--- src/cpu_pkg.sv ---
`default_nettype none

package cpu_pkg;

  // datapath word, also used for pc and instructions
  typedef logic [15:0] word_t;
  // register number
  typedef logic [3:0] reg_idx_t;
  // conditional branch offset, counted in halfwords
  typedef logic [8:0] br_off_t;
  // saved flags, z n v from msb down
  typedef logic [2:0] flags_t;

  localparam int FLAG_Z = 2;
  localparam int FLAG_N = 1;
  localparam int FLAG_V = 0;

  // opcode field, instr[15:12]
  typedef enum logic [3:0] {
    OP_ADD = 4'h0,
    OP_SUB = 4'h1,
    OP_XOR = 4'h2,
    OP_AND = 4'h3,
    OP_SLL = 4'h4,
    OP_SRA = 4'h5,
    OP_ROR = 4'h6,
    OP_OR  = 4'h7,
    OP_LW  = 4'h8,
    OP_SW  = 4'h9,
    OP_LLB = 4'hA,
    OP_LHB = 4'hB,
    OP_B   = 4'hC,
    OP_BR  = 4'hD,
    OP_NOP = 4'hE,
    OP_HLT = 4'hF
  } opcode_t;

  typedef enum logic [3:0] {
    ALU_ADD,
    ALU_SUB,
    ALU_XOR,
    ALU_AND,
    ALU_SLL,
    ALU_SRA,
    ALU_ROR,
    ALU_OR,
    ALU_LLB,
    ALU_LHB
  } alu_op_t;

  typedef enum logic [1:0] {
    BR_NONE = 2'd0,
    BR_COND = 2'd1,
    BR_REG  = 2'd2,
    BR_HALT = 2'd3
  } branch_t;

  // condition field of B, instr[11:9]
  typedef enum logic [2:0] {
    COND_NE     = 3'd0,
    COND_EQ     = 3'd1,
    COND_GT     = 3'd2,
    COND_LT     = 3'd3,
    COND_GE     = 3'd4,
    COND_LE     = 3'd5,
    COND_OV     = 3'd6,
    COND_ALWAYS = 3'd7
  } cond_t;

endpackage

`default_nettype wire

--- src/pc_control.sv ---
`timescale 1ns/1ns
`default_nettype none

module pc_control
  import cpu_pkg::*;
(
  input  wire          clk,
  input  wire          rst_n,
  input  wire          stall,
  input  wire branch_t branch,
  input  wire cond_t   cond,
  input  wire br_off_t offset,
  input  wire word_t   reg_target,
  input  wire flags_t  flags,
  output word_t        pc,
  output logic         hlt
);

  logic  halted_q;
  logic  taken;
  word_t pc_plus2;
  word_t next_pc;

  always_comb begin
    case (cond)
      COND_NE: taken = !flags[FLAG_Z];
      COND_EQ: taken = flags[FLAG_Z];
      COND_GT: taken = !flags[FLAG_Z] && !flags[FLAG_N];
      COND_LT: taken = flags[FLAG_N];
      COND_GE: taken = flags[FLAG_Z] || !flags[FLAG_N];
      COND_LE: taken = flags[FLAG_Z] || flags[FLAG_N];
      COND_OV: taken = flags[FLAG_V];
      default: taken = 1'b1;
    endcase
  end

  assign pc_plus2 = pc + 16'd2;

  always_comb begin
    case (branch)
      // offset is in halfwords, relative to pc + 2
      BR_COND: next_pc = taken ? pc_plus2 + {{6{offset[8]}}, offset, 1'b0} : pc_plus2;
      // register target, low bit masked to keep word alignment
      BR_REG:  next_pc = {reg_target[15:1], 1'b0};
      BR_HALT: next_pc = pc;
      default: next_pc = pc_plus2;
    endcase
  end

  // high as soon as hlt is fetched, sticky until reset
  assign hlt = halted_q || ((branch == BR_HALT) && !stall);

  always_ff @(posedge clk) begin
    if (!rst_n) begin
      pc       <= '0;
      halted_q <= 1'b0;
    end else if (!stall && !hlt) begin
      pc <= next_pc;
    end else if (!stall) begin
      halted_q <= 1'b1;
    end
  end

  pc_aligned: assert property (@(posedge clk) disable iff (!rst_n) pc[0] == 1'b0);

  // once halted the core must sit on the hlt word
  pc_frozen_in_halt: assert property (
    @(posedge clk) disable iff (!rst_n)
    hlt |=> $stable(pc)
  );

endmodule

`default_nettype wire

--- config.mk ---
export PLATFORM = sky130hd
export DESIGN_NAME = pc_control
export DESIGN_NICKNAME = d
export VERILOG_FILES = /design/src/cpu_pkg.sv /design/src/pc_control.sv
export SDC_FILE = /design/constraint.sdc
export NUM_CORES = 1
export LEC_CHECK = 0
export BUFFER_PORTS_ARGS = -buffer_cell sky130_fd_sc_hd__buf_2
export CORE_ASPECT_RATIO = 1.1
export CORE_UTILIZATION = 25
export CTS_BUF_LIST = sky130_fd_sc_hd__clkbuf_8
export CTS_CLUSTER_SIZE = 25
export DETAILED_ROUTE_END_ITERATION = 10
export SLEW_MARGIN = 20
export SYNTH_ARGS = -nofsm -noshare
export SYNTH_HDL_FRONTEND = slang
export SYNTH_SLANG_ARGS = --single-unit
export TNS_END_PERCENT = 1
--- constraint.sdc ---
create_clock -name clk -period 6.1 [get_ports clk]
set_input_delay 1.525 -clock clk [delete_from_list [all_inputs] [get_ports clk]]
set_output_delay 1.525 -clock clk [all_outputs]
set_load 0.01 [all_outputs]
Word-level counts from Yosys, hierarchy flattened
Index checks and enable logic that the tools add are counted.

Bits in registers: 17. Bits of input ports: 36. Output and inout bits: 17. Word-level logic and storage cells: 32.

Add/sub/neg operators: 2. Equality and inequality tests: 9. Muxes and demuxes: 3. Bitwise logic cells: 3. Reductions and logical operators: 13.

Operator list (number): one-hot mux 16 bit (3 select lines) (1); adder 16 bit (1); adder 16 x 2 -> 16 bit, second input constant (1); two-way mux 16 bit (1); equality test 3 bit, second input constant (3); one-hot mux 1 bit (7 select lines) (1); equality test 3 x 2 -> 1 bit, second input constant (2); equality test 2 bit, second input constant (2); zero test 1 bit (4); AND reduction 2 bit (2); equality test 3 x 1 -> 1 bit, second input constant (1); logical AND 1 bit (3); zero test 3 bit (1); logical OR 1 bit (3); inverter 1 bit (3); equality test 2 x 1 -> 1 bit, second input constant (1).

Depth between registers and ports, before layout
Gate-level depths: netlist (run 1).

Word-level depth: 7. Depth in mapped cells: 14. Gate-level depth less buffers: 14.

Worst setup path after synthesis (run 1)
Ideal clock, no wire load.

Kind: input port to flip-flop. From: input port offset[0]. To: register pc[13]. Library setup time: 120 ps. Arrival time: 3406 ps. Data required time: 5980 ps. Setup slack: 2574 ps. Stages: 9. Path buffers: 0. Cell sequence: ha_1 fa_1 a211oi_2 o21ai_1 a31o_1 a221o_1 xor2_1 a221oi_2 nor2_1.

Word-level cells in the longest chain between the ends: 3.

RTL lines: start: declaration (RTL line pc_control.sv:12) `input wire br_off_t offset,`; adder 16 bit (RTL line pc_control.sv:42) `BR_COND: next_pc = taken ? pc_plus2 + {{6{offset[8]}}, offset, 1'b0} : pc_plus2;`; two-way mux 16 bit (RTL line pc_control.sv:42); one-hot mux 16 bit (3 select lines) (RTL line pc_control.sv:40) `case (branch)`; end signal: assignment (RTL line pc_control.sv:58) `pc <= next_pc;`; end: declaration (RTL line pc_control.sv:15) `output word_t pc,`.

No other way between the ends. A chain may end at the register's enable or synchronous reset.

Final worst setup path (run 1)
From: input port branch[0]. To: output port hlt.

Word-level cells in the longest chain between the ends: 3.

RTL lines: start: declaration (RTL line pc_control.sv:10) `input wire branch_t branch,`; equality test 2 bit (RTL line pc_control.sv:51) `assign hlt = halted_q || ((branch == BR_HALT) && !stall);`; logical AND 1 bit (RTL line pc_control.sv:51); logical OR 1 bit (RTL line pc_control.sv:51); end: declaration (RTL line pc_control.sv:16) `output logic hlt`.

No other way between the ends.

==> results of run 1 <==
metal layers:
metal	vias up	GRT usage, %
met5	-	0
li1	1116	-
met3	7	2.29
met4	0	2.11
met1	1046	18.8
met2	73	25.4
report_power, final:
part	internal (mW)	switching, mW	leakage, nW
Clock	0.0439	0.0393	0.0216
Combinational	0.0825	0.112	0.959
Sequential	0.113	0.0135	0.131
Total	0.240	0.165	1.11
worst max path at each step:
stage             end  slack, ns  cells past startpoint  startpoint
6_report          hlt       2.41                      4   branch[0]
3_3_place_gp   pc[13]       2.22                     10   offset[0]
2_1_floorplan  pc[13]       2.57                      9   offset[0]
4_1_cts           hlt       2.40                      4   branch[0]
5_1_grt        pc[15]       2.36                     13       pc[1]
3_5_place_dp   pc[13]       2.22                     10   offset[0]
sequential cells by signal, indices dropped and copies added (netlist names):
register	flops
pc	15
halted_q	1
worst reg2reg max path, delay by kind of cell (launching register included):
kind            cells  cell delay (ns)
xor+xnor            2             0.48
compound gates      3             0.70
fa+ha+maj           2             0.63
flops               1             0.44
simple gates        6             1.13
synthesized netlist by cell type, types with 2 or more instances:
master,n
sky130_fd_sc_hd__a31oi_1,5
sky130_fd_sc_hd__nor3_1,3
sky130_fd_sc_hd__ha_1,19
sky130_fd_sc_hd__xor2_1,10
sky130_fd_sc_hd__clkbuf_1,8
sky130_fd_sc_hd__buf_4,2
sky130_fd_sc_hd__a21oi_1,24
sky130_fd_sc_hd__xnor2_1,11
sky130_fd_sc_hd__nand2b_1,5
sky130_fd_sc_hd__o221ai_1,2
sky130_fd_sc_hd__and2_1,5
sky130_fd_sc_hd__o32ai_1,2
sky130_fd_sc_hd__o21ai_1,9
sky130_fd_sc_hd__nand2_1,30
sky130_fd_sc_hd__nand4_1,3
sky130_fd_sc_hd__a221o_1,3
sky130_fd_sc_hd__a221oi_1,4
sky130_fd_sc_hd__mux2i_1,2
sky130_fd_sc_hd__dfxtp_1,16
sky130_fd_sc_hd__a21o_1,4
sky130_fd_sc_hd__and3_1,4
sky130_fd_sc_hd__a221oi_2,2
sky130_fd_sc_hd__o21ai_0,19
sky130_fd_sc_hd__nor2_1,15
sky130_fd_sc_hd__o211ai_1,2
sky130_fd_sc_hd__nand3_1,10
sky130_fd_sc_hd__nor2b_1,5
sky130_fd_sc_hd__or3_1,4
sky130_fd_sc_hd__a211oi_1,2
sky130_fd_sc_hd__a22oi_1,3
sky130_fd_sc_hd__inv_1,12
cell type report:
type | instances | area share, %
Clock buffer | 3 | 1.69
Tap cell | 108 | 5.52
Multi-Input combinational cell | 239 | 67.2
Inverter | 13 | 1.99
Sequential cell | 16 | 13.1
Timing Repair Buffer | 51 | 10.5
kinds of logic after synthesis:
logic type                 share of synthesized area (%)
other                                              0.182
DFF                                                 15.5
adders and majority gates                           12.5
and+or+nand+nor                                     23.2
AOI/OAI and AO/OA                                   33.2
buffers and inverters                               4.79
muxes                                              0.970
xor gates and xnor gates                            9.70
stage by stage:
step / power, mW / setup slack [ns] / util, %
2_1_floorplan: 0.266 / 2.57 / -
3_3_place_gp: 0.320 / 2.22 / 30.3
3_5_place_dp: 0.323 / 2.22 / 30.3
4_1_cts: 0.409 / 2.40 / 30.8
5_1_grt: 0.434 / 2.36 / 30.8
6_report: 0.405 / 2.41 / 30.8
==> flow_summary.ini, run 1 <==
[finish]
n_antenna_cell = 0
multi_input_area_sq_mm = 0.00165
area_growth_pct = 18.6
most-common-layout-cells = sky130_fd_sc_hd__buf_2, sky130_fd_sc_hd__nand2_1, sky130_fd_sc_hd__a21oi_1
fillers = 889
area.sequential_sq_um = 320
finish.net_count = 380
final_layout_size_suffix_gt1_share_pct = 21.4
stdcell_area_sq_mm = 0.00245
finish.cell_count_without_fillers = 430
layout.cells.most_common = sky130_fd_sc_hd__buf_2

[clock_network]
insertion_delay_ns = 0.25
cts-resized-gates = 0
cts.sinks = 16
cts-root-to-sink-buffers = 2
cts_setup_buffers = 0
cts-htree-levels = 1
cts.clk_slew.worst_paths_ns = 0.07
hold_buffers = 0
cts_root_buffer = sky130_fd_sc_hd__clkbuf_8
tritoncts_clock_tree = yes
cts_inserted_buffers = 3

[sta]
final.period_utilization_pct = 60.5
fin_tns_setup_ns = 0
final-max-slew-violation-count = 0
rsz0062_at_grt = no
worstMarginPinSlew_ns = 0.977
fin_skew_ns = 0.00146
period_needed_ns = 3.69
hold_ws_ns = 0.551
setup-violations-final = 0
max_freq_mhz = 271
max-slew-margin-rel_pct = 34.9
hold_viol_final = 0

[route]
highest_layer = met4
drt_first_pass_iters = 4
drc = 0
drt-vias-per-instance = 5.21
met1Wirelength_mm = 2.81
postRouteAntennaNets = 0
num_vias = 2242
routed_wirelength_mm = 6.21
routed-wl-met3_um = 347
drt_iter0_markers = 135
routedWlPerCell_um = 14.4
met2_wirelength_mm = 2.99

[synth]
synth_seq_area_share_pct = 15.5
ys_async_sr_fraction_pct = 0
synth-seq-cells = 16
yosys-top-cells-area = sky130_fd_sc_hd__dfxtp_1, sky130_fd_sc_hd__ha_1, sky130_fd_sc_hd__a21oi_1
most_used_flip_flop_cell_after_synthesis = sky130_fd_sc_hd__dfxtp_1
syn_inst = 279
synth_top_area_share_pct = 15.5
ys.warnings.count = 0
synthDistinctLibCells = 65
syn-cell-area_sq_mm = 0.00206
syn-num-nets = 335
synth_largest_area_cell = sky130_fd_sc_hd__dfxtp_1
synth_enable_flop_cells = 0
avgSynthCellArea_sq_um = 7.40

[setup_path]
regToRegStartpoint = pc[1]
timing.critical_path.max_delay_family = buffers and inverters
worst_ep_required_time_ns = 4.58
crit_path_max_incr_delay_ns = 0.22
crit_path_max_fanout = 3
arrival_ns = 2.16
cp_common_cell = sky130_fd_sc_hd__buf_2
crit_path_cell_trace = buf_2, ha_1, a21o_1, buf_2
worst_reg2reg_endpoint = pc[15]
critical_path.n_buffers_inverters = 2
worstSetupPathType = input pin to output port
endpoint_kind = output port
reg2regPathDepth = 13
worstSetupStartpointType = input pin
critical_path_slowest_stage_cell = sky130_fd_sc_hd__ha_1
r2r_slack_ns = 2.69

[floorplanning]
number_of_rows_in_the_core_area = 34
die_area_sq_mm = 0.00863
core_sq_mm = 0.00796
die-width_um = 88.6
die_h_um = 97.3
pin_count = 53
start_util_pct = 26.0

[placement]
routabilityCongestion = 0.846
placement.io_buffers = 50
detailedPlacementHpwl_mm = 4.86
placed_area_sq_mm = 0.00241
dpl.cell_count = 427

[hold_path]
hold_path.class = flip-flop to flip-flop
worst_hold_path.endpoint = pc[3]
min-delay-start = pc[3]
timing.hold.worst_path_depth = 2

[global_route]
globalRoute.totalOverflow = 0
antenna_found_initial = 0
grt_pass1_vias = 2110
grt_pass1_wl_mm = 9.85
maximum_number_of_pins_on_one_net_before_global_route_repair = 25
grt_util_all_layers_pct = 14.5

[run]
number_of_violations_of_the_max_capacitance_limit = 0

[power]
vdd_ir_drop_max_v = 0.0000719
p_leak_nw = 1.11
power_per_cell_area_mw_per_mm2 = 165

[outcome]
outcome = finished, final reports clean
Power figures use the tool's default switching activity.
==> run 2: changes to the inputs <==
--- a/config.mk
+++ b/config.mk
@@ -5,6 +5,7 @@
 export SDC_FILE = /design/constraint.sdc
 export NUM_CORES = 1
 export LEC_CHECK = 0
+export ABC_AREA = 1
 export BUFFER_PORTS_ARGS = -buffer_cell sky130_fd_sc_hd__buf_2
 export CORE_ASPECT_RATIO = 1.1
 export CORE_UTILIZATION = 25
==> constraint.sdc (replaced) <==
create_clock -name clk -period 3.7 [get_ports clk]
set_input_delay 0.925 -clock clk [delete_from_list [all_inputs] [get_ports clk]]
set_output_delay 0.925 -clock clk [all_outputs]
set_load 0.01 [all_outputs]
==> run 2 against run 1 <==
Sequential share of layout area is 0.74 points lower. Die area is 7.5% higher. Register-to-register slack worse by 1.8 ns. Worst hold slack worse by 0.089 ns. Via count is 12% higher. Sequential power is 62% higher. Wire length is 3.5% higher. Flip-flop and latch count stayed put. Largest power group unchanged.
==> flow_summary.ini, run 2 <==
[route]
drt_iter0_markers = 136
routed_wirelength_mm = 6.42
drt_first_pass_iters = 5
postRouteAntennaNets = 0
drc = 0
routedWlPerCell_um = 11.8
num_vias = 2504
drt-vias-per-instance = 4.61

[setup_path]
worstSetupStartpointType = flip-flop
cp_common_cell = sky130_fd_sc_hd__nand2_1
crit_path_cell_trace = ha_1, nand2_1, nor2_2, nand3_1, xor2_1, inv_1, ha_1, nand2_1, nor2_1, inv_1, nor2_1, nand2_1, nand3_1, nand3_1, nand2_1, nand3_1, nand2_1, nand2_1, a21oi_1
critical_path_slowest_stage_cell = sky130_fd_sc_hd__dfxtp_1
arrival_ns = 3.02
timing.critical_path.max_delay_family = simple AND/OR/NAND/NOR gates
endpoint_kind = flip-flop
crit_path_max_incr_delay_ns = 0.39
worst_ep_required_time_ns = 3.88
worstSetupPathType = flip-flop to flip-flop
crit_path_max_fanout = 5
critical_path.n_buffers_inverters = 2

[power]
totalPowerFinal_mw = 0.651
power_per_cell_area_mw_per_mm2 = 251
p_comb_share_pct = 47.9
internal_pwr_total_mw = 0.375
clock_power_share_pct = 20.5
p_sw_mw = 0.276
vdd_ir_drop_max_v = 0.000230
p_leak_nw = 1.37
power.share.switching_pct = 42.4
power.sequential.fraction_pct = 31.6

[finish]
finish.cell_count_without_fillers = 543
multi_input_area_sq_mm = 0.00164
area_growth_pct = 16.8
most-common-layout-cells = sky130_fd_sc_hd__nand2_1, sky130_fd_sc_hd__a21oi_1, sky130_fd_sc_hd__buf_2
final_layout_size_suffix_gt1_share_pct = 16.9
biggestRegsByFlops = pc (15), halted_q (1)
stdcell_area_sq_mm = 0.00260
fillers = 1004
n_antenna_cell = 0
largest_register_ff_count = 15
area.sequential_sq_um = 320
registers.top_by_ff_count = pc
finish.net_count = 490
layout.cells.most_common = sky130_fd_sc_hd__nand2_1

[placement]
detailedPlacementHpwl_mm = 5.40
placement.io_buffers = 50
dpl.cell_count = 540
routabilityCongestion = 0.898
placed_area_sq_mm = 0.00255

[clock_network]
hold_buffers = 0
cts.sinks = 16
cts-htree-levels = 1
cts_setup_buffers = 0
cts_root_buffer = sky130_fd_sc_hd__clkbuf_8
cts-resized-gates = 0
cts_inserted_buffers = 3
tritoncts_clock_tree = yes
cts.clk_slew.worst_paths_ns = 0.06
insertion_delay_ns = 0.26
cts-root-to-sink-buffers = 2

[synth]
ys_async_sr_fraction_pct = 0
leading_cell_types_by_count_after_synthesis = sky130_fd_sc_hd__nand2_1, sky130_fd_sc_hd__a21oi_1, sky130_fd_sc_hd__inv_1, sky130_fd_sc_hd__nor2_1, sky130_fd_sc_hd__nand3_1
synthDistinctLibCells = 36
synth-seq-cells = 16
syn_inst = 388
synthMostInstantiatedCell = sky130_fd_sc_hd__nand2_1
synth_top_area_share_pct = 19.2
most_used_flip_flop_cell_after_synthesis = sky130_fd_sc_hd__dfxtp_1
synth_largest_area_cell = sky130_fd_sc_hd__nand2_1
synth_enable_flop_cells = 0
yosys-top-cells-area = sky130_fd_sc_hd__nand2_1, sky130_fd_sc_hd__dfxtp_1, sky130_fd_sc_hd__a21oi_1
synth_seq_area_share_pct = 14.4
syn-num-nets = 444
syn-cell-area_sq_mm = 0.00222
avgSynthCellArea_sq_um = 5.73
ys.warnings.count = 0

[sta]
rsz0062_at_grt = no
max-slew-margin-rel_pct = 60.6
max_freq_mhz = 352
fin_skew_ns = 0.00267
setup-violations-final = 0
final-max-slew-violation-count = 0
worstMarginPinSlew_ns = 0.591
final.period_utilization_pct = 76.7
fin_tns_setup_ns = 0
hold_ws_ns = 0.462
hold_viol_final = 0
period_needed_ns = 2.84

[outcome]
outcome = finished, final reports clean

[floorplanning]
die_area_sq_mm = 0.00928
pin_count = 53
start_util_pct = 26.2
die-width_um = 91.9
die_h_um = 101
number_of_rows_in_the_core_area = 35
core_sq_mm = 0.00850

[global_route]
grt_util_all_layers_pct = 14.6
globalRoute.totalOverflow = 0
grt_pass1_wl_mm = 11.1
maximum_number_of_pins_on_one_net_before_global_route_repair = 20
grt_pass1_vias = 2392
antenna_found_initial = 0

[run]
number_of_violations_of_the_max_capacitance_limit = 0

[hold_path]
hold_path.class = flip-flop to flip-flop
## run 2: cell count changes after synthesis, sizes merged, moves of 6 or more
cell    delta
xnor2      -9
o21ai      -7
a221oi     -6
nor2      +23
inv       +39
nand3     +14
nand2     +88
a21oi     +30
## run 2: worst paths after layout
kind	from	end	slack, ns	cells after the start
max	pc[2]	pc[15]	0.86	19
min	halted_q	halted_q	0.46	2
max reg2reg	pc[2]	pc[15]	0.86	19
min reg2reg	halted_q	halted_q	0.46	2
## run 2: worst min-delay path: stages (launching register included)
cell and delay (ns):
sky130_fd_sc_hd__dfxtp_1 0.31, sky130_fd_sc_hd__a21oi_1 0.04, sky130_fd_sc_hd__nor2_1 0.08
## run 2: kinds of logic after synthesis
group           Yosys count  synth area share [%]
simple gates            191                  36.5
compound gates           86                  20.8
buf+inv                  63                  11.9
fa+ha+maj                20                  11.6
flops                    16                  14.4
xor+xnor                 11                  4.67
other cells               1                 0.169
## run 2: power by group through the flow
| stage | clock [mW] | sequential [mW] | combinational, mW |
|---|---|---|---|
| after floorplan | 0 | 0.211 | 0.222 |
| after global placement | 0 | 0.209 | 0.310 |
| after detailed placement | 0 | 0.209 | 0.311 |
| after CTS | 0.135 | 0.205 | 0.314 |
| after global routing | 0.142 | 0.208 | 0.357 |
| final | 0.134 | 0.206 | 0.312 |
## run 2: through the flow
stage / worst slack (ns) / util [%]
2_1_floorplan: 1.23 / -
3_3_place_gp: 0.906 / 30.1
3_5_place_dp: 0.874 / 30.1
4_1_cts: 0.856 / 30.6
5_1_grt: 0.563 / 30.6
6_report: 0.862 / 30.6
## run 2: cell type report
type,instances,area share [%]
Inverter,53,7.66
Clock buffer,3,1.59
Timing Repair Buffer,51,9.93
Multi-Input combinational cell,309,63.1
Tap cell,111,5.35
Sequential cell,16,12.3
## run 2: layer usage
metal,vias to the layer above,track usage [%],share of wire [%]
li1,1339,-,-
met1,1111,19.6,49
met3,8,0.528,2.0
met2,46,25.5,47
met4,0,4.33,1.3
met5,-,0,0
==> run 3: changes to the inputs <==
==> constraint.sdc (replaced) <==
create_clock -name clk -period 2.4 [get_ports clk]
set_input_delay 0.6 -clock clk [delete_from_list [all_inputs] [get_ports clk]]
set_output_delay 0.6 -clock clk [all_outputs]
set_load 0.01 [all_outputs]
==> run 3 against run 2 <==
The flow now finishes with violations (setup timing). Maximum frequency grew 13%. Clock skew grew 0.0029 ns. First-iteration DRC count shrank 26%. Non-clock buffer count grew 61.
==> flow_summary.ini, run 3 (same netlist as run 2, synthesis figures left out) <==
[outcome]
outcome = finished with violations
violations = setup timing

[floorplanning]
die_h_um = 101
number_of_rows_in_the_core_area = 35
die_area_sq_mm = 0.00928
pin_count = 53
start_util_pct = 26.2
core_sq_mm = 0.00850
die-width_um = 91.9

[power]
power.sequential.fraction_pct = 25.4
clock_power_share_pct = 16.1
p_comb_share_pct = 58.6
p_leak_nw = 1.72
totalPowerFinal_mw = 1.23
p_sw_mw = 0.505
power_per_cell_area_mw_per_mm2 = 353
internal_pwr_total_mw = 0.726
power.share.switching_pct = 41.0
vdd_ir_drop_max_v = 0.000300

[finish]
n_antenna_cell = 0
most-common-layout-cells = sky130_fd_sc_hd__nand2_1, sky130_fd_sc_hd__buf_4, sky130_fd_sc_hd__buf_2
final_layout_size_suffix_gt1_share_pct = 43.6
registers.top_by_ff_count = pc
biggestRegsByFlops = pc (15), halted_q (1)
layout.cells.most_common = sky130_fd_sc_hd__nand2_1
finish.net_count = 551
largest_register_ff_count = 15
finish.cell_count_without_fillers = 604
area_growth_pct = 56.9
fillers = 903

[hold_path]
hold_path.class = flip-flop to flip-flop

[clock_network]
cts.sinks = 16
tritoncts_clock_tree = yes
cts.clk_slew.worst_paths_ns = 0.06
cts_root_buffer = sky130_fd_sc_hd__clkbuf_8
insertion_delay_ns = 0.25
cts-htree-levels = 1
cts_inserted_buffers = 3
cts-root-to-sink-buffers = 2

[placement]
routabilityCongestion = 0.853
placement.io_buffers = 50
detailedPlacementHpwl_mm = 5.69
dpl.cell_count = 592

[global_route]
grt_pass1_vias = 2792
maximum_number_of_pins_on_one_net_before_global_route_repair = 19
grt_util_all_layers_pct = 16.9
globalRoute.totalOverflow = 0
antenna_found_initial = 0
grt_pass1_wl_mm = 12.8

[sta]
rsz0062_at_grt = yes
final-max-slew-violation-count = 0
timing.final.ws_setup_ns = -0.104
setup-violations-final = 9
fin_tns_setup_ns = -0.496
max-slew-margin-rel_pct = 62.4
final.period_utilization_pct = 104
hold_viol_final = 0
period_needed_ns = 2.50
fin_skew_ns = 0.00556
worstMarginPinSlew_ns = 0.564
max_freq_mhz = 399

[setup_path]
worst_ep_required_time_ns = 2.58
endpoint_kind = flip-flop
worstSetupStartpointType = flip-flop
worstSetupPathType = flip-flop to flip-flop
cp_common_cell = sky130_fd_sc_hd__nand2_1
crit_path_max_fanout = 3
crit_path_cell_trace = buf_4, nand2_2, nor2_4, buf_4, buf_4, xor2_2, inv_1, ha_1, inv_1, nand2_1, and2_4, nand3_1, nand3_2, nand2_1, inv_1, o21ai_1, nand2_1, nand2_1, nand2_1, a21oi_2
crit_path_max_incr_delay_ns = 0.34
critical_path_slowest_stage_cell = sky130_fd_sc_hd__dfxtp_2
arrival_ns = 2.69

[route]
drc = 0
num_vias = 2813
drt-vias-per-instance = 4.66
postRouteAntennaNets = 0
drt_first_pass_iters = 4
routed_wirelength_mm = 7.58
drt_iter0_markers = 100
routedWlPerCell_um = 12.6

[run]
number_of_violations_of_the_max_capacitance_limit = 0
-- run 3: cell count changes in the layout (fill, tap and decap cells not counted), moves of 12 or more --
| cell | before | now |
|---|---|---|
| sky130_fd_sc_hd__a21oi_1 | 53 | 40 |
| sky130_fd_sc_hd__a21oi_2 | 2 | 14 |
| sky130_fd_sc_hd__buf_4 | 1 | 61 |
| sky130_fd_sc_hd__ha_1 | 19 | 7 |
| sky130_fd_sc_hd__ha_4 | 0 | 12 |
| sky130_fd_sc_hd__nand2_1 | 114 | 90 |
| sky130_fd_sc_hd__nand2_2 | 4 | 26 |
-- run 3: worst paths after layout --
| check | startpoint | endpoint | slack [ns] | cells past startpoint |
|---|---|---|---|---|
| worst max-delay path | pc[2] | pc[13] | -0.10 | 20 |
| worst min-delay path | halted_q | halted_q | 0.46 | 2 |
| worst max register to register | pc[2] | pc[13] | -0.10 | 20 |
| worst min register to register | halted_q | halted_q | 0.46 | 2 |
-- run 3: metal layers --
layer	routed length, um	share of wire (%)	global-route usage [%]
met5	0	0	0
met3	224	3.0	1.21
met4	140	1.8	6.61
met2	3880	51	31.0
met1	3340	44	20.6
-- run 3: layout make-up --
type	instances	area, sq um	area share (%)
timing repair buffer	112	719	20.6
inverter	53	199	5.70
sequential	16	330	9.47
clock buffer	3	41.3	1.18
multi-input combinational	309	2060	59.0
tap	111	139	3.98
-- run 3: repair_timing --
action / 4_1_cts / 5_1_grt
pin swaps: 12 / 24
gates resized for setup: 47 / 46
endpoints found under the hold margin: 0 / 0
endpoints found under the setup margin: 10 / 11
setup buffers: 2 / 7
hold buffers: 0 / 0
-- run 3: metrics by stage --
step                      cell area, sq um  util, %  worst slack (ns)  hold slack (ns)
after CTS                             3270     38.5           -0.0865            0.464
after global routing                  3490     41.1            -0.304            0.488
after detailed placement              2950     34.7            -0.255            0.450
after global placement                2950     34.7            -0.238            0.441
final                                 3490     41.1            -0.104            0.460
after floorplan                       2230        -            0.0159            0.424
-- run 3: power groups by stage --
| stage | clock network (mW) | registers, mW | logic [mW] |
|---|---|---|---|
| finish | 0.198 | 0.312 | 0.721 |
| global placement | 0 | 0.312 | 0.580 |
| floorplan | 0 | 0.326 | 0.342 |
| CTS | 0.202 | 0.310 | 0.652 |
| global route | 0.209 | 0.315 | 0.803 |
| detailed placement | 0 | 0.313 | 0.587 |
-- run 3: worst max-delay path: cells and delay by family, from the launching register on --
family                     cells  cell delay [ns]
AOI/OAI and AO/OA              2             0.21
and+or+nand+nor               10             0.90
DFF                            1             0.34
adders and majority gates      1             0.29
xor gates and xnor gates       1             0.14
buffers and inverters          6             0.55
